[src/icache_consts.svh]
`ifndef ICACHE_CONSTS_SVH
`define ICACHE_CONSTS_SVH

// Fetch side
`define ICACHE_ADDR_W   64 // Fetch address width

// Organisation
`define ICACHE_WAYS     4  // Four-way set associative
`define ICACHE_SETS     64
`define ICACHE_INDEX_W  6  // log2 of the set count
`define ICACHE_OFFSET_W 4  // 16-byte lines

// Tag is whatever is left above index and offset
`define ICACHE_TAG_W    (`ICACHE_ADDR_W - `ICACHE_INDEX_W - `ICACHE_OFFSET_W)

// Payload
`define ICACHE_LINE_W   128 // Four instructions per line
`define ICACHE_INST_W   32

`endif

[src/icache_addr_pkg.sv]
`default_nettype none
`include "icache_consts.svh"

package icache_addr_pkg;

	typedef logic [`ICACHE_ADDR_W-1:0]     addr_t;
	typedef logic [`ICACHE_TAG_W-1:0]      tag_t;      // Bits 63..10
	typedef logic [`ICACHE_INDEX_W-1:0]    index_t;    // Bits 9..4
	typedef logic [`ICACHE_OFFSET_W-3:0]   word_sel_t; // Bits 3..2

	function automatic tag_t addr_tag(input addr_t a);
		return a[`ICACHE_ADDR_W-1 -: `ICACHE_TAG_W];
	endfunction

	function automatic index_t addr_index(input addr_t a);
		return a[`ICACHE_OFFSET_W +: `ICACHE_INDEX_W];
	endfunction

	function automatic word_sel_t addr_word(input addr_t a);
		return a[`ICACHE_OFFSET_W-1:2]; // Byte bits 1..0 are dropped
	endfunction

endpackage

`default_nettype wire

[src/icache_data_pkg.sv]
`default_nettype none
`include "icache_consts.svh"

package icache_data_pkg;

	typedef logic [`ICACHE_LINE_W-1:0] line_t;    // Instruction k at bit 32k
	typedef logic [`ICACHE_INST_W-1:0] inst_t;
	typedef logic [`ICACHE_WAYS-1:0]   way_vec_t; // Hit vector or victim one-hot

	// Picks one instruction out of a line
	function automatic inst_t line_word(
		input line_t                      line,
		input icache_addr_pkg::word_sel_t sel
	);
		return line[sel * `ICACHE_INST_W +: `ICACHE_INST_W];
	endfunction

endpackage

`default_nettype wire

[src/icache_victim_ring.sv]
`timescale 1ns/1ps
`default_nettype none
`include "icache_consts.svh"

module icache_victim_ring (
	input  logic                      clk,
	input  logic                      rst,
	input  logic                      advance,
	output icache_data_pkg::way_vec_t victim
);

	// Single hot bit walks 0 -> 1 -> 2 -> 3 -> 0
	always_ff @(posedge clk) begin
		if (rst) begin
			victim <= icache_data_pkg::way_vec_t'(1); // Start at way 0
		end else if (advance) begin
			victim <= {victim[`ICACHE_WAYS-2:0], victim[`ICACHE_WAYS-1]};
		end
	end

endmodule

`default_nettype wire

[config.mk]
export PLATFORM = sky130hd
export DESIGN_NAME = icache_victim_ring
export DESIGN_NICKNAME = d
export VERILOG_FILES = /design/src/icache_addr_pkg.sv /design/src/icache_data_pkg.sv /design/src/icache_victim_ring.sv
export VERILOG_INCLUDE_DIRS = /design/src
export SDC_FILE = /design/constraint.sdc
export NUM_CORES = 1
export LEC_CHECK = 0
export BUFFER_PORTS_ARGS = -buffer_cell sky130_fd_sc_hd__buf_2
export CAP_MARGIN = 0
export CORE_AREA = 2 2 39 41
export CTS_CLUSTER_DIAMETER = 100
export DETAILED_ROUTE_END_ITERATION = 8
export DIE_AREA = 0 0 41 43
export MAX_ROUTING_LAYER = met4
export REMOVE_ABC_BUFFERS = 1
export SLEW_MARGIN = 20
export SYNTH_ARGS = -nofsm -noshare
export SYNTH_HDL_FRONTEND = slang
export SYNTH_SLANG_ARGS = --single-unit
[constraint.sdc]
create_clock -name clk -period 1.09 [get_ports clk]
set_input_delay 0.109 -clock clk [delete_from_list [all_inputs] [get_ports clk]]
set_output_delay 0.109 -clock clk [all_outputs]
set_load 0.03 [all_outputs]
## After elaboration in Yosys (flattened, before gate mapping)

Cells that the tools add are included.

| word-level totals | value |
|---|---|
| flip-flop bits (word level) | 4 |
| output and inout port bits | 4 |
| logic and storage cells | 1 |

## Longest topological paths before layout

Gate-level depths: netlist of run 1.

| depth | value |
|---|---|
| depth after elaboration | 0 |
| mapped depth | 3 |

## Worst setup path before layout of run 1

OpenSTA, ideal clock, no wires.

| path | value |
|---|---|
| path type | register to register |
| start point | register victim[0] (netlist name) |
| end point | register victim[0] |
| stages on the path, launching flop included | 3 |
| data arrival time | 0.783 ns |
| path slack | 0.187 ns |
| data required time | 0.970 ns |
| buffers on the path | 0 |
| cell sequence | dfxtp_1 > nor2b_2 > a211o_1 |

RTL lines:

| what | RTL line | source |
|---|---|---|
| end signal: assignment | icache_victim_ring.sv:15 | `victim <= icache_data_pkg::way_vec_t'(1);` |
| end signal: assignment | icache_victim_ring.sv:17 | `` victim <= {victim[`ICACHE_WAYS-2:0], victim[`ICACHE_WAYS-1]}; `` |
| end: declaration | icache_victim_ring.sv:9 | `output icache_data_pkg::way_vec_t victim` |

## Worst setup path after layout of run 1

| path | value |
|---|---|
| start point | register victim[1] |
| end point | output victim[1] |

No word-level cell between the ends.

==> impl_metrics.json, run 1 <==
{
  "synth_top_family_by_area": "multiplexers",
  "dr.pass1.iters": 1,
  "path_buf_inv": 1,
  "drv_slew": 0,
  "drc": 0,
  "tns_ns": 0,
  "n_antenna_cell": 0,
  "ctsRootBufferMaster": "clkbuf_4",
  "synth_top_area_frac": 0.5565,
  "core_um2": 1384,
  "routedWlPerCell_um": 6.919,
  "holdBufCountCts": 0,
  "clk_pin_slew_ns": 0.04,
  "start_kind": "flop",
  "grtUsageTotal": 0.03901,
  "ys_seq_area_frac": 0.5565,
  "cts_sinks": 4,
  "largest_reg_flops": 4,
  "finalNetCount": 26,
  "synth_xor_area_frac": 0,
  "required_ns": 0.98,
  "powerDensity_nw_per_um2": 1803,
  "path_class": "reg -> out",
  "pin_count": 7,
  "clk_path_buf_depth": 2,
  "synth_top_area_cell": "dfxtp_1",
  "netlist_area_um2": 143.9,
  "syn_avg_cell_area_um2": 11.07,
  "areaGrowthSynthToFinish_pct": 46.96,
  "finalSetupViolCount": 0,
  "crit_path_cell_trace": "buf_2",
  "clk_latency_ns": 0.23,
  "crit_arrival_ns": 0.77,
  "dr_total_vias": 116,
  "synth_compound_area_frac": 0.06087,
  "final_cell_mix": "6 x buf_2, 4 x dfxtp_1, 3 x mux2i_1, 3 x nor2_1, 3 x clkbuf_4",
  "reg.largest.list": "victim: 4 flops",
  "syn_inst": 13,
  "max_slew.worst_pin.slew_ns": 0.1286,
  "ir_worst_vdd_uv": 193.2,
  "postCtsSetupBuffers": 0,
  "slowest_stage": "dfxtp_1",
  "portBuffers": 6,
  "synth_seq_cells": 4,
  "rows": 14,
  "grt_max_degree": 6,
  "relSlewSlack": 0.9118,
  "dpl.hpwl_um": 204.3,
  "skew_ns": 0.001006,
  "critPathMaxStageDelay_ns": 0.34,
  "synth_area_leaders": "dfxtp_1 56%, mux2i_1 21%, nor2_1 7.8%",
  "synthAdderAreaFrac": 0,
  "die_w_um": 41,
  "hold_viol_final": 0,
  "worstHoldPathType": "in -> reg",
  "post-route-period-util": 0.8051,
  "max_cap_viol_count": 0,
  "post_synth_and_or_nand_nor_area_fraction": 0.1391,
  "place_congestion": 0.4728,
  "initial_core_util": 0.1040,
  "top_register": "victim",
  "cts_tree": "built",
  "final_area_um2": 211.5,
  "drive_gt1_frac": 0.4762,
  "grt_pass1_wl_um": 331,
  "fmax_mhz": 1140,
  "rsz0062_at_grt": "false",
  "period_needed_ns": 0.8776,
  "grt_pass1_vias": 110,
  "cts-buffers-inserted": 3,
  "wl_um": 256,
  "synth_warnings": 0,
  "antenna_left": 0,
  "end_kind": "output port",
  "antenna_found_initial": 0,
  "synth_cell_types": 6,
  "nFillCells": 156,
  "crit_family": "flip-flops",
  "muxShareOfSynthArea": 0.2087,
  "worst-path-max-fanout": 3,
  "dieArea_um2": 1763,
  "power_leakage_uw": 0.0001044,
  "globalRouteOverflowTotal": 0,
  "place_area_um2": 188.9,
  "final_common_cell": "buf_2",
  "die_h_um": 43,
  "drt_iter0_markers": 0,
  "htree_num_levels": 1,
  "post_cts_resized": 0,
  "via_per_inst": 3.135,
  "status": "complete, no violations"
}
==> logic make-up (layout without fill, tap and decap cells) <==
logic type / after synthesis / in the layout
simple gates: 4 / 4
compound gates: 1 / 1
buf+inv: 1 / 9
mux: 3 / 3
flops: 4 / 4
==> power by group <==
group	total (uW)	leakage (uW)	internal (uW)	switching (uW)
clock network	175	0.0000138	123	52.7
registers	160	0.0000330	155	4.88
logic	45.7	0.0000577	17.3	28.4
total	381	0.000104	295	85.9
==> path summary, 6_finish.rpt <==
check | start | slack [ns] | end | cells past startpoint
max | victim[1] | 0.21 | victim[1] | 1
min | rst | 0.08 | victim[2] | 2
max reg2reg | victim[0] | 0.31 | victim[0] | 2
min reg2reg | victim[3] | 0.49 | victim[0] | 1
==> per-stage QoR <==
stage | setup WS, ns | utilization | instances | hold WS (ns) | total power [uW]
2_1_floorplan | 0.1879 | - | 12 | 0.1814 | 191.1
3_3_place_gp | 0.3363 | 0.1365 | 34 | 0.3267 | 207.9
3_5_place_dp | 0.2999 | 0.1365 | 34 | 0.3237 | 209.1
4_1_cts | 0.1938 | 0.1528 | 37 | 0.07491 | 396.4
5_1_grt | 0.1658 | 0.1528 | 37 | 0.08345 | 403.5
6_report | 0.2124 | 0.1528 | 37 | 0.08264 | 381.3
==> routing by layer <==
layer  vias to the layer above  track usage  wire length [um]
met1                        50      0.01597                84
li1                         60            -                 -
met5                         -            -                 0
met2                         6      0.04688               140
met4                         0       0.1200                 0
met3                         0            0                32
==> cells in the mapped netlist <==
| library cell | number |
|---|---|
| nor2_1 | 3 |
| a211o_1 | 1 |
| nor2b_2 | 1 |
| clkbuf_2 | 1 |
| mux2i_1 | 3 |
| dfxtp_1 | 4 |
==> final cells by class <==
| type | count | area, um2 | area share |
|---|---|---|---|
| clock buffers | 3 | 22.52 | 0.1065 |
| multi-input cells | 8 | 58.81 | 0.2781 |
| flip-flops and latches | 4 | 80.08 | 0.3787 |
| well taps | 16 | 20.02 | 0.09467 |
| repair buffers | 6 | 30.03 | 0.1420 |
No activity file was read; power rests on OpenSTA's default activity.
==> run 2, diff against run 1 <==
clock period = 0.9 ns   (was 1.09 ns; I/O delays follow)
==> impl_metrics.json, run 2 (same netlist as run 1, synthesis figures left out) <==
{
  "status": "complete, no violations",
  "clk_pin_slew_ns": 0.04,
  "layout_setup_ws_ns": 0.04632,
  "met1_length_um": 84,
  "multi_input_comb_area_um2": 58.81,
  "tns_ns": 0,
  "dr_total_vias": 116,
  "dr_wl_met2_um": 139,
  "cts_tree": "built",
  "drv_slew": 0,
  "ir_worst_vdd_uv": 234.2,
  "wl_um": 255,
  "routedWlPerCell_um": 6.892,
  "hp-start": "rst",
  "rsz0062_at_grt": "false",
  "post-route-period-util": 0.9485,
  "clk_path_buf_depth": 2,
  "antenna_found_initial": 0,
  "worstHoldPathType": "in -> reg",
  "crit_family": "flip-flops",
  "place_area_um2": 188.9,
  "path_class": "reg -> out",
  "dpl_worst_slack_ns": 0.1099,
  "areaGrowthSynthToFinish_pct": 48.70,
  "start_kind": "flop",
  "pin_count": 7,
  "crit_arrival_ns": 0.76,
  "hold_path_depth": 2,
  "rrSetupSlack_ns": 0.12,
  "final_cell_mix": "5 x buf_2, 4 x clkbuf_4, 4 x dfxtp_1",
  "reg.largest.list": "victim: 4 flops",
  "final_area_um2": 214.0,
  "min_to": "victim[2]",
  "globalRouteOverflowTotal": 0,
  "seqCellArea_um2": 80.08,
  "dpl.hpwl_um": 204.3,
  "skew_ns": 0.001006,
  "via_per_inst": 3.135,
  "grt_pass1_wl_um": 331,
  "highest_layer": "met3",
  "drc": 0,
  "die_w_um": 41,
  "ctsRootBufferMaster": "clkbuf_4",
  "top_register": "victim",
  "grtUsageTotal": 0.03901,
  "r2r-end": "victim[0]",
  "r2r-start": "victim[0]",
  "clk_latency_ns": 0.23,
  "largest_reg_flops": 4,
  "nFillCells": 156,
  "period_needed_ns": 0.8537,
  "dr.pass1.iters": 1,
  "drive_gt1_frac": 0.4762,
  "antenna_left": 0,
  "powerDensity_nw_per_um2": 2166,
  "initial_core_util": 0.1040,
  "post-route-util": 0.1546,
  "die_h_um": 43,
  "holdBufCountCts": 0,
  "grt_max_degree": 6,
  "n_antenna_cell": 0,
  "portBuffers": 6,
  "end_kind": "output port",
  "place_congestion": 0.4728,
  "crit_path_cell_trace": "clkbuf_4",
  "max_slew.worst_pin.slew_ns": 0.1286,
  "path_buf_inv": 1,
  "post_cts_resized": 0,
  "fmax_mhz": 1171,
  "postCtsSetupBuffers": 0,
  "rows": 14,
  "finalNetCount": 26,
  "finalSetupViolCount": 0,
  "critPathMaxStageDelay_ns": 0.34,
  "dr_wl_met3_um": 30,
  "hold_viol_final": 0,
  "slowest_stage": "dfxtp_1",
  "relSlewSlack": 0.9118,
  "dieArea_um2": 1763,
  "power_leakage_uw": 0.0001043,
  "max_cap_viol_count": 0,
  "drt_iter0_markers": 0,
  "grt_pass1_vias": 110,
  "total_power_uw": 463.4,
  "core_um2": 1384,
  "required_ns": 0.81,
  "reg2regPathDepth": 2,
  "htree_num_levels": 1,
  "final_common_cell": "buf_2",
  "cts-buffers-inserted": 3,
  "cts_sinks": 4,
  "worst-path-max-fanout": 3
}
## run 2: cell count changes in the layout (fill, tap and decap cells not counted)
cell | previous run | this run
buf_2 | 6 | 5
clkbuf_4 | 3 | 4
## run 2: stage by stage
stage	hold slack [ns]	std cells
CTS	0.05591	37
global route	0.06445	37
floorplan	0.1624	12
finish	0.06364	37
global placement	0.3077	34
detailed placement	0.3047	34
## run 2: worst max path at each step
stage / from / end / slack, ns / depth (start not counted)
floorplan: victim[0] / victim[0] / -0.002 / 2
global placement: victim[0] / victim[0] / 0.15 / 2
detailed placement: victim[0] / victim[0] / 0.11 / 2
CTS: victim[1] / victim[1] / 0.02 / 1
global route: victim[1] / victim[1] / 0.004 / 1
finish: victim[1] / victim[1] / 0.05 / 1
## run 2: area by class of cell
type,count,area share
Clock buffer,3,0.1053
Timing Repair Buffer,6,0.1520
Multi-Input combinational cell,8,0.2749
Tap cell,16,0.09357
Sequential cell,4,0.3743
## run 2: layer usage
metal  up-vias  global-route usage
met5         -                   -
li1         60                   -
met1        50             0.01597
met3         0                   0
met2         6             0.04688
met4         0              0.1200
## run 2: report_power, final
group | internal, uW | switching, uW
clock | 149 | 63.8
sequential | 188 | 6.03
combinational | 22.5 | 34.3
total | 359 | 104
==> run 3, diff against run 2 <==
SETUP_SLACK_MARGIN = 0.3   (was not set)
clock period = 0.8 ns   (was 0.9 ns; I/O delays follow)
==> impl_metrics.json, run 3 (same netlist as run 1, synthesis figures left out) <==
{
  "dpl_worst_slack_ns": 0.01968,
  "finalNetCount": 28,
  "drv_slew": 0,
  "final_common_cell": "buf_6",
  "place_congestion": 0.4709,
  "max_slew.worst_pin.slew_ns": 0.1285,
  "die_w_um": 41,
  "path_buf_inv": 1,
  "worst-path-max-fanout": 3,
  "grt_pass1_vias": 118,
  "via_per_inst": 3.513,
  "pin_count": 7,
  "globalRouteOverflowTotal": 0,
  "skew_ns": 0.005294,
  "clk_pin_slew_ns": 0.04,
  "initial_core_util": 0.1040,
  "status": "complete, no violations",
  "wl_um": 332,
  "grtUsageTotal": 0.04620,
  "rows": 14,
  "startpoint": "victim[0]",
  "top_register": "victim",
  "slowest_stage": "dfxtp_2",
  "final_cell_mix": "5 x buf_6, 4 x dfxtp_2, 3 x mux2i_1, 3 x nor2_1, 3 x clkbuf_4",
  "clk_latency_ns": 0.24,
  "crit_arrival_ns": 0.70,
  "fmax_mhz": 1281,
  "grt_pass1_wl_um": 407,
  "rsz0062_at_grt": "true",
  "antenna_found_initial": 0,
  "worstHoldPathType": "in -> reg",
  "critPathMaxStageDelay_ns": 0.34,
  "min_to": "victim[2]",
  "htree_num_levels": 1,
  "nFillCells": 156,
  "post-route-util": 0.1917,
  "reg.largest.list": "victim: 4 flops",
  "period_needed_ns": 0.7806,
  "path_class": "reg -> out",
  "hold_viol_final": 0,
  "cts-buffers-inserted": 3,
  "core_um2": 1384,
  "powerDensity_nw_per_um2": 2132,
  "reg2regPathDepth": 2,
  "power_leakage_uw": 0.0001264,
  "rrSetupSlack_ns": 0.03,
  "ctsRootBufferMaster": "clkbuf_4",
  "clk_path_buf_depth": 2,
  "dr_total_vias": 137,
  "die_h_um": 43,
  "hp-start": "rst",
  "crit_path_cell_trace": "buf_6",
  "dieArea_um2": 1763,
  "hold_path_depth": 2,
  "required_ns": 0.72,
  "post-route-period-util": 0.9758,
  "r2r-start": "victim[0]",
  "ir_worst_vdd_uv": 270.7,
  "drt_iter0_markers": 0,
  "max_cap_viol_count": 0,
  "cts_sinks": 4,
  "grt_max_degree": 6,
  "layout_setup_ws_ns": 0.01936,
  "r2r-end": "victim[0]",
  "crit_family": "flip-flops",
  "portBuffers": 6,
  "largest_reg_flops": 4,
  "finalSetupViolCount": 0,
  "antenna_left": 0,
  "cts_tree": "built",
  "drc": 0,
  "start_kind": "flop",
  "relSlewSlack": 0.9119,
  "end_kind": "output port",
  "routedWlPerCell_um": 8.513,
  "areaGrowthSynthToFinish_pct": 84.35,
  "dr.pass1.iters": 1,
  "drive_gt1_frac": 0.6957,
  "n_antenna_cell": 0
}
[run 3: changes by cell type in the layout (fill, tap and decap cells not counted), sizes merged]
cell    change
buf         +3
clkbuf      -1
[run 3: final cells by class]
cell class,instances,area (um2),area share
multi-input cells,8,63.81,0.2406
well taps,16,20.02,0.07547
flip-flops and latches,4,85.08,0.3208
repair buffers,8,73.82,0.2783
clock buffers,3,22.52,0.08491
[run 3: what timing repair did]
action,CTS,global route
hold buffers,0,0
endpoints found under the setup margin,8,8
buffers inserted,2,0
resized for setup,13,1
pin swaps,0,1
[run 3: per-layer routing]
layer  GRT usage  share of wire  vias to the layer above
li1            -              -                       64
met4      0.1000              0                        0
met3     0.03141          0.078                        0
met5           -              0                        -
met2     0.05625           0.55                        8
met1     0.01917           0.37                       65
[run 3: metrics by stage]
| stage | power [uW] | TNS (ns) | instance area [um2] | hold slack, ns | instances |
|---|---|---|---|---|---|
| final | 565.4 | 0 | 265.3 | 0.04509 | 39 |
| after global routing | 597.3 | -0.03028 | 265.3 | 0.04722 | 39 |
| after CTS | 573.2 | 0 | 261.5 | 0.03916 | 39 |
| after detailed placement | 284.3 | 0 | 188.9 | 0.2987 | 34 |
| after global placement | 283.4 | 0 | 188.9 | 0.2978 | 34 |
| after floorplan | 260.3 | -0.1021 | 138.9 | 0.1524 | 12 |
[run 3: power by group]
part | internal, uW | leakage, uW | total (uW) | switching, uW
combinational | 49.5 | 0.0000785 | 93.6 | 44.1
clock | 168 | 0.0000138 | 248 | 80.7
sequential | 214 | 0.0000340 | 224 | 9.46
[run 3: worst max-delay path by stage]
stage	to	slack, ns	depth (start not counted)
floorplan	victim[0]	-0.10	2
global placement	victim[0]	0.03	2
detailed placement	victim[0]	0.02	2
CTS	victim[3]	0.01	1
global route	victim[0]	-0.02	1
finish	victim[0]	0.02	1
