### src/icache_consts.svh
`ifndef ICACHE_CONSTS_SVH
`define ICACHE_CONSTS_SVH

// Fetch side
`define ICACHE_ADDR_W   64 // Fetch address width

// Organisation
`define ICACHE_WAYS     4  // Four-way set associative
`define ICACHE_SETS     64
`define ICACHE_INDEX_W  6  // log2 of the set count
`define ICACHE_OFFSET_W 4  // 16-byte lines

// Tag is whatever is left above index and offset
`define ICACHE_TAG_W    (`ICACHE_ADDR_W - `ICACHE_INDEX_W - `ICACHE_OFFSET_W)

// Payload
`define ICACHE_LINE_W   128 // Four instructions per line
`define ICACHE_INST_W   32

`endif

### src/icache_addr_pkg.sv
`default_nettype none
`include "icache_consts.svh"

package icache_addr_pkg;

	typedef logic [`ICACHE_ADDR_W-1:0]     addr_t;
	typedef logic [`ICACHE_TAG_W-1:0]      tag_t;      // Bits 63..10
	typedef logic [`ICACHE_INDEX_W-1:0]    index_t;    // Bits 9..4
	typedef logic [`ICACHE_OFFSET_W-3:0]   word_sel_t; // Bits 3..2

	function automatic tag_t addr_tag(input addr_t a);
		return a[`ICACHE_ADDR_W-1 -: `ICACHE_TAG_W];
	endfunction

	function automatic index_t addr_index(input addr_t a);
		return a[`ICACHE_OFFSET_W +: `ICACHE_INDEX_W];
	endfunction

	function automatic word_sel_t addr_word(input addr_t a);
		return a[`ICACHE_OFFSET_W-1:2]; // Byte bits 1..0 are dropped
	endfunction

endpackage

`default_nettype wire

### src/icache_data_pkg.sv
`default_nettype none
`include "icache_consts.svh"

package icache_data_pkg;

	typedef logic [`ICACHE_LINE_W-1:0] line_t;    // Instruction k at bit 32k
	typedef logic [`ICACHE_INST_W-1:0] inst_t;
	typedef logic [`ICACHE_WAYS-1:0]   way_vec_t; // Hit vector or victim one-hot

	// Picks one instruction out of a line
	function automatic inst_t line_word(
		input line_t                      line,
		input icache_addr_pkg::word_sel_t sel
	);
		return line[sel * `ICACHE_INST_W +: `ICACHE_INST_W];
	endfunction

endpackage

`default_nettype wire

### src/icache_resp_fsm.sv
`timescale 1ns/1ps
`default_nettype none
`include "icache_consts.svh"

module icache_resp_fsm (
	input  logic                      clk,
	input  logic                      rst,
	input  logic                      valid,
	input  logic                      flush,
	input  logic                      ready_id,
	input  icache_addr_pkg::addr_t    addr,
	input  icache_data_pkg::way_vec_t hit,
	input  icache_data_pkg::way_vec_t victim,
	input  icache_data_pkg::line_t    mem_line,
	input  icache_data_pkg::line_t    way_data0,
	input  icache_data_pkg::line_t    way_data1,
	input  icache_data_pkg::line_t    way_data2,
	input  icache_data_pkg::line_t    way_data3,
	output logic                      fill,
	output logic                      advance,
	output logic                      mem_req,
	output icache_addr_pkg::addr_t    mem_addr,
	output icache_addr_pkg::index_t   ram_index,
	output icache_data_pkg::way_vec_t ram_en,
	output icache_data_pkg::inst_t    inst,
	output logic                      ready
);

	typedef enum logic [1:0] {EMPTY, HIT_OUT, MISS_OUT} state_t;

	state_t                     state;
	logic                       accept;
	logic                       miss;
	icache_data_pkg::way_vec_t  hit_q;
	icache_addr_pkg::word_sel_t word_q;
	icache_addr_pkg::index_t    index_q;
	icache_data_pkg::line_t     line_q;
	icache_data_pkg::line_t     out_line;

	assign accept  = valid && ready_id && !flush;
	assign miss    = accept && (hit == '0);
	assign fill    = miss; // Line comes back in the same cycle
	assign mem_req = miss;
	assign advance = ready_id && !flush;

	assign mem_addr = {addr[`ICACHE_ADDR_W-1:`ICACHE_OFFSET_W], {`ICACHE_OFFSET_W{1'b0}}};

	// Stalled, the RAM keeps rereading the entry being shown
	assign ram_index = ready_id ? icache_addr_pkg::addr_index(addr) : index_q;

	always_comb begin
		if (accept) begin
			ram_en = miss ? victim : hit;
		end else if (!ready_id) begin
			ram_en = hit_q;
		end else begin
			ram_en = '0;
		end
	end

	always_ff @(posedge clk) begin
		if (rst) begin
			state   <= EMPTY;
			hit_q   <= '0;
			word_q  <= '0;
			index_q <= '0;
			line_q  <= '0;
		end else if (ready_id) begin
			if (flush) begin
				state   <= EMPTY; // Drop whatever was in flight
				hit_q   <= '0;
				word_q  <= '0;
				index_q <= '0;
				line_q  <= '0;
			end else begin
				hit_q   <= accept ? hit : '0;
				word_q  <= icache_addr_pkg::addr_word(addr);
				index_q <= icache_addr_pkg::addr_index(addr);
				if (miss) begin
					line_q <= mem_line; // Bypass so the miss needs no RAM read
				end
				if (!valid) begin
					state <= EMPTY;
				end else if (miss) begin
					state <= MISS_OUT;
				end else begin
					state <= HIT_OUT;
				end
			end
		end
	end

	// Way mux
	always_comb begin
		out_line = line_q;
		if (state == HIT_OUT) begin
			case (hit_q)
				4'b0001: out_line = way_data0;
				4'b0010: out_line = way_data1;
				4'b0100: out_line = way_data2;
				4'b1000: out_line = way_data3;
				default: out_line = line_q;
			endcase
		end
	end

	assign inst  = icache_data_pkg::line_word(out_line, word_q);
	assign ready = (state != EMPTY);

endmodule

`default_nettype wire

### config.mk
export PLATFORM = sky130hd
export DESIGN_NAME = icache_resp_fsm
export DESIGN_NICKNAME = d
export VERILOG_FILES = /design/src/icache_addr_pkg.sv /design/src/icache_data_pkg.sv /design/src/icache_resp_fsm.sv
export VERILOG_INCLUDE_DIRS = /design/src
export SDC_FILE = /design/constraint.sdc
export NUM_CORES = 1
export LEC_CHECK = 0
export ABC_AREA = 1
export BUFFER_PORTS_ARGS = -buffer_cell sky130_fd_sc_hd__buf_2
export CORE_AREA = 10 10 310 312
export CTS_CLUSTER_DIAMETER = 60
export DETAILED_ROUTE_END_ITERATION = 10
export DIE_AREA = 0 0 320 322
export SETUP_SLACK_MARGIN = 0.02
export SLEW_MARGIN = 20
export SYNTH_ARGS = -nofsm -noshare
export SYNTH_HDL_FRONTEND = slang
export SYNTH_SLANG_ARGS = --single-unit
### constraint.sdc
create_clock -name clk -period 2.6 [get_ports clk]
set_input_delay 0.13 -clock clk [delete_from_list [all_inputs] [get_ports clk]]
set_output_delay 0.13 -clock clk [all_outputs]
set_load 0.01 [all_outputs]
# Word-level counts from Yosys, hierarchy flattened
# Index checks and enable logic that the tools add are counted.
# Widths: inputs -> output; s select.
# totals
regBits	142
latch_bits	0
ramBits	0
mem_bits_ro	0
in_bits	717
output_inout_bits	110
elab_cells	35
n_memories	0
# classes
addsub	0
multipliers	0
n_div	0
n_lt_le_gt_ge	0
n_eq_ne	5
shift	1
n_mux	15
bitwise_logic	0
reduce_logical	9
# ops
operator	count
$pmux 128 s4	1
$mux 128	3
$shiftx 128x8->32	1
$mux 4	5
$mux 6	2
$mux 2	4
$eq 4x1->1 const B	1
$eq 4x2->1 const B	1
$eq 4x3->1 const B	1
$eq 4x4->1 const B	1
$logic_and 1x1->1	4
$logic_not 4->1	1
$reduce_bool 2->1	2
$eq 2x1->1 const B	1
$reduce_and 2->1	1
$logic_not 1->1	1

# Logic depth before layout (Yosys ltp)
# Gate-level depths: netlist of run 1.
# depth
depth_word	6
depth_mapped	12
depth_no_buf	10

# Least setup slack after synthesis of run 1
# Ideal clock, no wire load.
# synth_timing
path_kind	register -> output
start	register hit_q[3]
end	output inst[10]
t_arrival_ns	1.379
required_ns	2.470
path_slack_ns	1.091
path_stages_with_launch	12
path_buffers	3
path_cell_list	dfxtp_1 -> inv_1 -> nor2_1 -> buf_2 -> buf_4 -> buf_2 -> nand3_1 -> nand3b_1 -> nand3_1 -> nand3_1 -> nand2_1 -> inv_1
# synth_between
elab_chain_len	4
elab_cells_between_ends	7
cone_classes	eq/ne: 4; shift: 1; mux: 2
# synth_rtl
item	line	rtl
start: declaration	icache_resp_fsm.sv:34	icache_data_pkg::way_vec_t hit_q;
start signal: assignment	icache_resp_fsm.sv:76	hit_q <= accept ? hit : '0;
$eq 4x4->1, or another cell as far along	icache_resp_fsm.sv:97	case (hit_q)
$pmux 128 s4 *	icache_resp_fsm.sv:97	
$mux 128 *	icache_resp_fsm.sv:96	if (state == HIT_OUT) begin
$shiftx 128x8->32 *	icache_data_pkg.sv:15	return line[sel * `ICACHE_INST_W +: `ICACHE_INST_W];
end: declaration	icache_resp_fsm.sv:25	output icache_data_pkg::inst_t inst,
# Every way passes the cells marked *; elsewhere a longest branch is shown, timed or not.

# Worst setup path after layout of run 1
# layout_timing
start	register hit_q[2]
end	output inst[17]
# The elaborated chain is that of the path after synthesis.

==> impl_metrics.ini, run 1 <==
[clock_network]
htreeDepth = 4
clockBufferDepth = 2
cts_buffers = 17
cts_root_buf = clkbuf_16
clk_transition_reported_paths_ns = 0.08
cts_sinks = 142
cts_tree = done
clkLatencyLatePin_ns = 0.45

[die]
die_y_um = 322
coreArea_um2 = 89600
fp.dieW_um = 320
ioPinCount = 827
die_area_um2 = 103000
start_util = 0.145
rows = 110

[place]
place_inst = 4090
dp_hpwl_um = 90900
gp_congestion = 0.908
io_buffers = 712
dp_slack_ns = -0.0584
place_area_um2 = 17800

[worst_hold_path]
min_path_type = input port to flop

[grt]
grt_max_degree = 136
antenna_found_initial = 124
grt_overflow = 0
grt_use_total = 0.212
grt_pass1_wl_um = 154000
grt_pass1_vias = 19300

[final_layout]
fill_cells = 10100
final_nets = 3888
fin_area_um2 = 23500
final_core_util = 0.263
layout.cells.non_filler = 4406
area_growth_pct = 80.9
drive_above_1_share = 0.391

[critical_path]
cpPeakStageDelay_ns = 0.39
worst_setup_path_start_kind = flop
cp_cell_sequence = buf_6 -> nor2_4 -> buf_12 -> buf_12 -> nand2_8 -> nand2_4 -> o21ai_4 -> clkinv_4 -> buf_12 -> buf_16 -> nand3_4 -> nand2_2 -> inv_2 -> buf_6
crit_arrival_ns = 2.52
cpMostUsedCell = buf_12
worstSetupPathType = flop to output pin
cp_max_fo = 5
cp_slowest_cell = dfxtp_4
endpoint_kind = output pin
crit_required_ns = 2.47

[timing]
max_freq_mhz = 378
period_share = 1.02
tns_ns = -0.162
slew_violations = 0
layout_min_cycle_time_ns = 2.65
setup_ws_ns = -0.0473
hold_slack_ns = -0.0123
slew-limit-headroom = 0.503
finalHoldViolations = 2
rsz0062_at_grt = yes
setup_viol = 8
finClkSkew_ns = 0
worst_pin_slew_ns = 0.745

[run_status]
failed_checks = negative hold slack, negative setup slack
status = finished, violations left

[synthesis]
netlist_instances = 2361
synth_ff_type = dfxtp_1
yosysSeqAreaShare = 0.219
synth_edf_count = 0
synth_warnings = 0
synth-seq-cells = 142
synthArstFlopShare = 0
netlist_top_cells_area = nand3_1 (25%), dfxtp_1 (22%), nand2_1 (18%)
synth_top_area_cell = nand3_1
synth_top_cell_area_share = 0.247
avgSynthCellArea_um2 = 5.51
synth_common_cells = nand3_1 (641), nand2_1 (620), inv_1 (258)
synth.most_common_cell = nand3_1
ys_types = 24
netlist_area_um2 = 13000

[pwr]
powerDensity_nw_per_um2 = 309
p_total_mw = 7.27
power_leakage_nw = 10.8
vdd_drop_max_mv = 0.457

[drt]
routed_wl_um = 122000
wire_per_inst_um = 27.6
drc = 0
drtAntennaViolNets = 0
dr.first_iter.drc_count = 2027
vias = 20200
via_per_inst = 4.59
first_pass_iters = 6

[flow_run]
cap_violations = 0
## cell type report
type | instances | area [um^2] | share of cell area
Clock inverter | 15 | 239 | 0.0102
Multi-Input combinational cell | 1681 | 9100 | 0.387
Tap cell | 1176 | 1470 | 0.0626
Inverter | 273 | 1040 | 0.0443
Clock buffer | 17 | 425 | 0.0181
Antenna cell | 46 | 115 | 0.00489
Timing Repair Buffer | 1056 | 8270 | 0.351
Sequential cell | 142 | 2870 | 0.122
## placed cells by master (no fill, tap or decap), types with 5 or more instances in the layout
master	instances
buf_12	45
dfxtp_4	6
nand3_4	42
a21oi_1	138
buf_2	680
inv_4	5
nor2_1	127
inv_2	40
dfxtp_1	136
diode_2	46
o21ai_0	64
o221ai_1	23
nand2_1	561
inv_6	6
nand3_1	487
buf_16	22
buf_4	79
dlygate4sd3_1	134
buf_6	64
nand3_2	112
o221ai_2	8
nor2_4	8
buf_8	9
nand2_2	54
inv_1	227
clkbuf_16	38
nor2_2	7
nand3b_1	32
## sequential cells by signal, indices dropped and copies added (netlist names)
register,count
hit_q,4
state,2
line_q,128
word_q,2
index_q,6
## cells by family (layout without fill, tap and decap cells)
family / Yosys count / in the layout / synth area share
and+or+nand+nor: 1437 / 1437 / 0.488
AOI/OAI and AO/OA: 240 / 240 / 0.102
buffers and inverters: 541 / 1361 / 0.191
other: 1 / 50 / 0.000288
DFF: 142 / 142 / 0.219
## per-layer routing
metal / global-route usage / wire (um) / part of all wire / vias to the layer above
li1: - / - / - / 9269
met1: 0.254 / 48100 / 0.40 / 9416
met2: 0.337 / 54500 / 0.45 / 1176
met3: 0.0828 / 13000 / 0.11 / 318
met4: 0.0821 / 5610 / 0.046 / 66
met5: 0 / 413 / 0.0034 / -
## repair_timing
item,CTS,global route
endpoints found under the hold margin,134,0
gates cloned,17,22
hold buffers,134,0
setup endpoints to repair,32,32
setup buffers,30,40
pin swaps,14,97
resized for setup,177,291
## critical path, delay by kind of cell (launching register included)
family,cells,cell delay (ns)
compound gates,1,0.23
buf+inv,8,1.01
simple gates,5,0.39
flops,1,0.39
## final timing paths
| kind | start | to | slack (ns) | cells after the start |
|---|---|---|---|---|
| worst max-delay path | hit_q[2] | inst[17] | -0.05 | 14 |
| worst min-delay path | mem_line[67] | line_q[67] | -0.01 | 3 |
| worst max register to register | word_q[1] | word_q[1] | 1.40 | 3 |
| worst min register to register | line_q[77] | line_q[77] | 0.46 | 2 |
## where the power goes
group	internal (mW)	switching (mW)	leakage, nW
clock network	1.66	1.19	0.325
registers	2.18	0.0110	1.15
logic	1.03	1.20	9.32
total	4.87	2.40	10.8
Power figures use the tool's default switching activity.
==> inputs of run 2 (changes only) <==
--- a/config.mk
+++ b/config.mk
@@ -6,12 +6,12 @@
 export SDC_FILE = /design/constraint.sdc
 export NUM_CORES = 1
 export LEC_CHECK = 0
-export ABC_AREA = 1
-export BUFFER_PORTS_ARGS = -buffer_cell sky130_fd_sc_hd__buf_2
-export CORE_AREA = 10 10 310 312
+export CAP_MARGIN = 0
+export CORE_AREA = 10 10 317 319
 export CTS_CLUSTER_DIAMETER = 60
 export DETAILED_ROUTE_END_ITERATION = 10
-export DIE_AREA = 0 0 320 322
+export DIE_AREA = 0 0 327 329
+export DONT_BUFFER_PORTS = 1
 export SETUP_SLACK_MARGIN = 0.02
 export SLEW_MARGIN = 20
 export SYNTH_ARGS = -nofsm -noshare
==> run 2 against run 1 <==
Against the previous run:
- the run ends with negative setup slack left
- critical path depth is 5 lower
- die area is 4.4% higher
- synthesized cell count is 47% lower
- cell count is 38% lower
- utilization is 9.6 points lower
- wire length is 15% lower
- clock power is 11% lower
- cell area is 33% lower
- register-to-register slack worse by 0.03 ns
- area after synthesis is 22% lower
- global-route usage is 3.5 points lower
- sequential power hardly changed
==> impl_metrics.ini, run 2 <==
[run_status]
status = finished, violations left
failed_checks = negative setup slack

[clock_network]
cts_root_buf = clkbuf_16
clkLatencyLatePin_ns = 0.43
clockBufferDepth = 2
cts_buffers = 17
clk_transition_reported_paths_ns = 0.07
cts_sinks = 142
cts_tree = done
htreeDepth = 4

[grt]
grt_max_degree = 136
grt_pass1_wl_um = 128000
grt_use_total = 0.177
grt_pass1_vias = 12200
antenna_found_initial = 83
grt_overflow = 0

[die]
fp.dieW_um = 327
ioPinCount = 827
rows = 113
die_y_um = 329
start_util = 0.108
coreArea_um2 = 94300
die_area_um2 = 108000

[synthesis]
synth_ff_type = dfxtp_1
synth-seq-cells = 142
netlist_area_um2 = 10200
netlist_top_cells_area = dfxtp_1 (28%), a22oi_1 (24%), mux4_2 (7.1%)
synth_top_area_cell = dfxtp_1
synth_edf_count = 0
netlist_instances = 1245
synth_warnings = 0
synth_common_cells = a22oi_1 (322), nor2_1 (165), dfxtp_1 (142)
synth.most_common_cell = a22oi_1
synthArstFlopShare = 0
yosysSeqAreaShare = 0.279
avgSynthCellArea_um2 = 8.17
ys_types = 31
synth_top_cell_area_share = 0.279

[timing]
max_freq_mhz = 360
finalHoldViolations = 0
hold_slack_ns = 0.0259
slew-limit-headroom = 0.528
finClkSkew_ns = 0
tns_ns = -3.34
setup_ws_ns = -0.180
period_share = 1.07
slew_violations = 0
rsz0062_at_grt = yes
layout_min_cycle_time_ns = 2.78
setup_viol = 32
worst_pin_slew_ns = 0.708

[final_layout]
final_nets = 2126
drive_above_1_share = 0.249
final_core_util = 0.167
reg_top3 = line_q x128, index_q x6, hit_q x4
final_cell_mix = a22oi_1 (300), nor2_1 (164), dlygate4sd3_1 (142)
final_common_cell = a22oi_1
top_register = line_q
area_growth_pct = 54.4
largest_register_ffs = 128

[worst_hold_path]
min_path_type = input port to flop

[drt]
drc = 0
via_per_inst = 4.70
first_pass_iters = 6
vias = 12800
routed_wl_um = 104000
wire_per_inst_um = 38.2
drtAntennaViolNets = 0
dr.first_iter.drc_count = 1354

[critical_path]
worstSetupPathType = flop to output pin
endpoint_kind = output pin
crit_required_ns = 2.47
worst_setup_path_start_kind = flop
cp_max_fo = 7
crit_arrival_ns = 2.65

[pwr]
powerDensity_nw_per_um2 = 373
power_leakage_nw = 4.67
vdd_drop_max_mv = 0.607

[flow_run]
cap_violations = 0

[place]
gp_congestion = 0.926
io_buffers = 0
dp_hpwl_um = 82100
## run 2: worst paths after layout
kind              startpoint          to  slack (ns)  depth (start not counted)
setup / recovery    hit_q[2]    inst[19]       -0.18                          9
hold / removal         valid    hit_q[1]        0.03                          3
setup reg to reg  line_q[79]  line_q[79]        1.37                          3
hold reg to reg   index_q[5]  index_q[5]        0.47                          2
## run 2: per-layer routing
metal	vias to the layer above	part of all wire	global-route usage
met4	66	0.037	0.0699
met3	253	0.13	0.0865
li1	5216	-	-
met2	1069	0.46	0.280
met5	-	0.0040	0
met1	6149	0.37	0.204
## run 2: worst max-delay path, stage by stage, from the launching register on
cell and delay, ns:
dfxtp_4 0.37, buf_6 0.12, nor4b_4 0.32, clkbuf_16 0.23
a221oi_2 0.06, o21ai_1 0.13, nand3b_1 0.32, buf_6 0.25
a31oi_4 0.24, buf_6 0.14
## run 2: stage by stage
stage	total power, mW	instances	setup WS (ns)	cell area [um^2]
after floorplan	2.77	1248	0.848	10200
after global placement	2.98	2438	-0.375	12000
after detailed placement	2.98	2438	-0.400	12000
after CTS	5.85	2662	-0.308	15200
after global routing	6.04	2707	-0.279	15700
final	5.86	2714	-0.180	15700
## run 2: cell families after synthesis
kind of cell,share of synthesized area
and+or+nand+nor,0.125
buffers and inverters,0.120
DFF,0.279
AOI/OAI and AO/OA,0.404
muxes,0.0708
other,0.000369
## run 2: layout make-up
| cell class | count | area, um^2 |
|---|---|---|
| Timing Repair Buffer | 361 | 4040 |
| Sequential cell | 142 | 2870 |
| Multi-Input combinational cell | 884 | 6540 |
| Fill cell | 10500 | 78600 |
| Clock inverter | 13 | 153 |
| Antenna cell | 27 | 67.6 |
| Clock buffer | 19 | 443 |
| Tap cell | 1265 | 1580 |
| Inverter | 3 | 11.3 |
## run 2: what timing repair did
item / in CTS / in global routing
pin swaps: 34 / 48
endpoints found under the setup margin: 32 / 32
resized for setup: 114 / 49
hold buffers: 143 / 0
setup buffers: 37 / 23
hold endpoints to repair: 142 / 0
gates cloned: 12 / 7
## run 2: power by group
group          switching [mW]  total (mW)  internal, mW
logic                   0.617        1.12         0.498
clock network            1.08        2.54          1.46
registers              0.0215        2.21          2.18
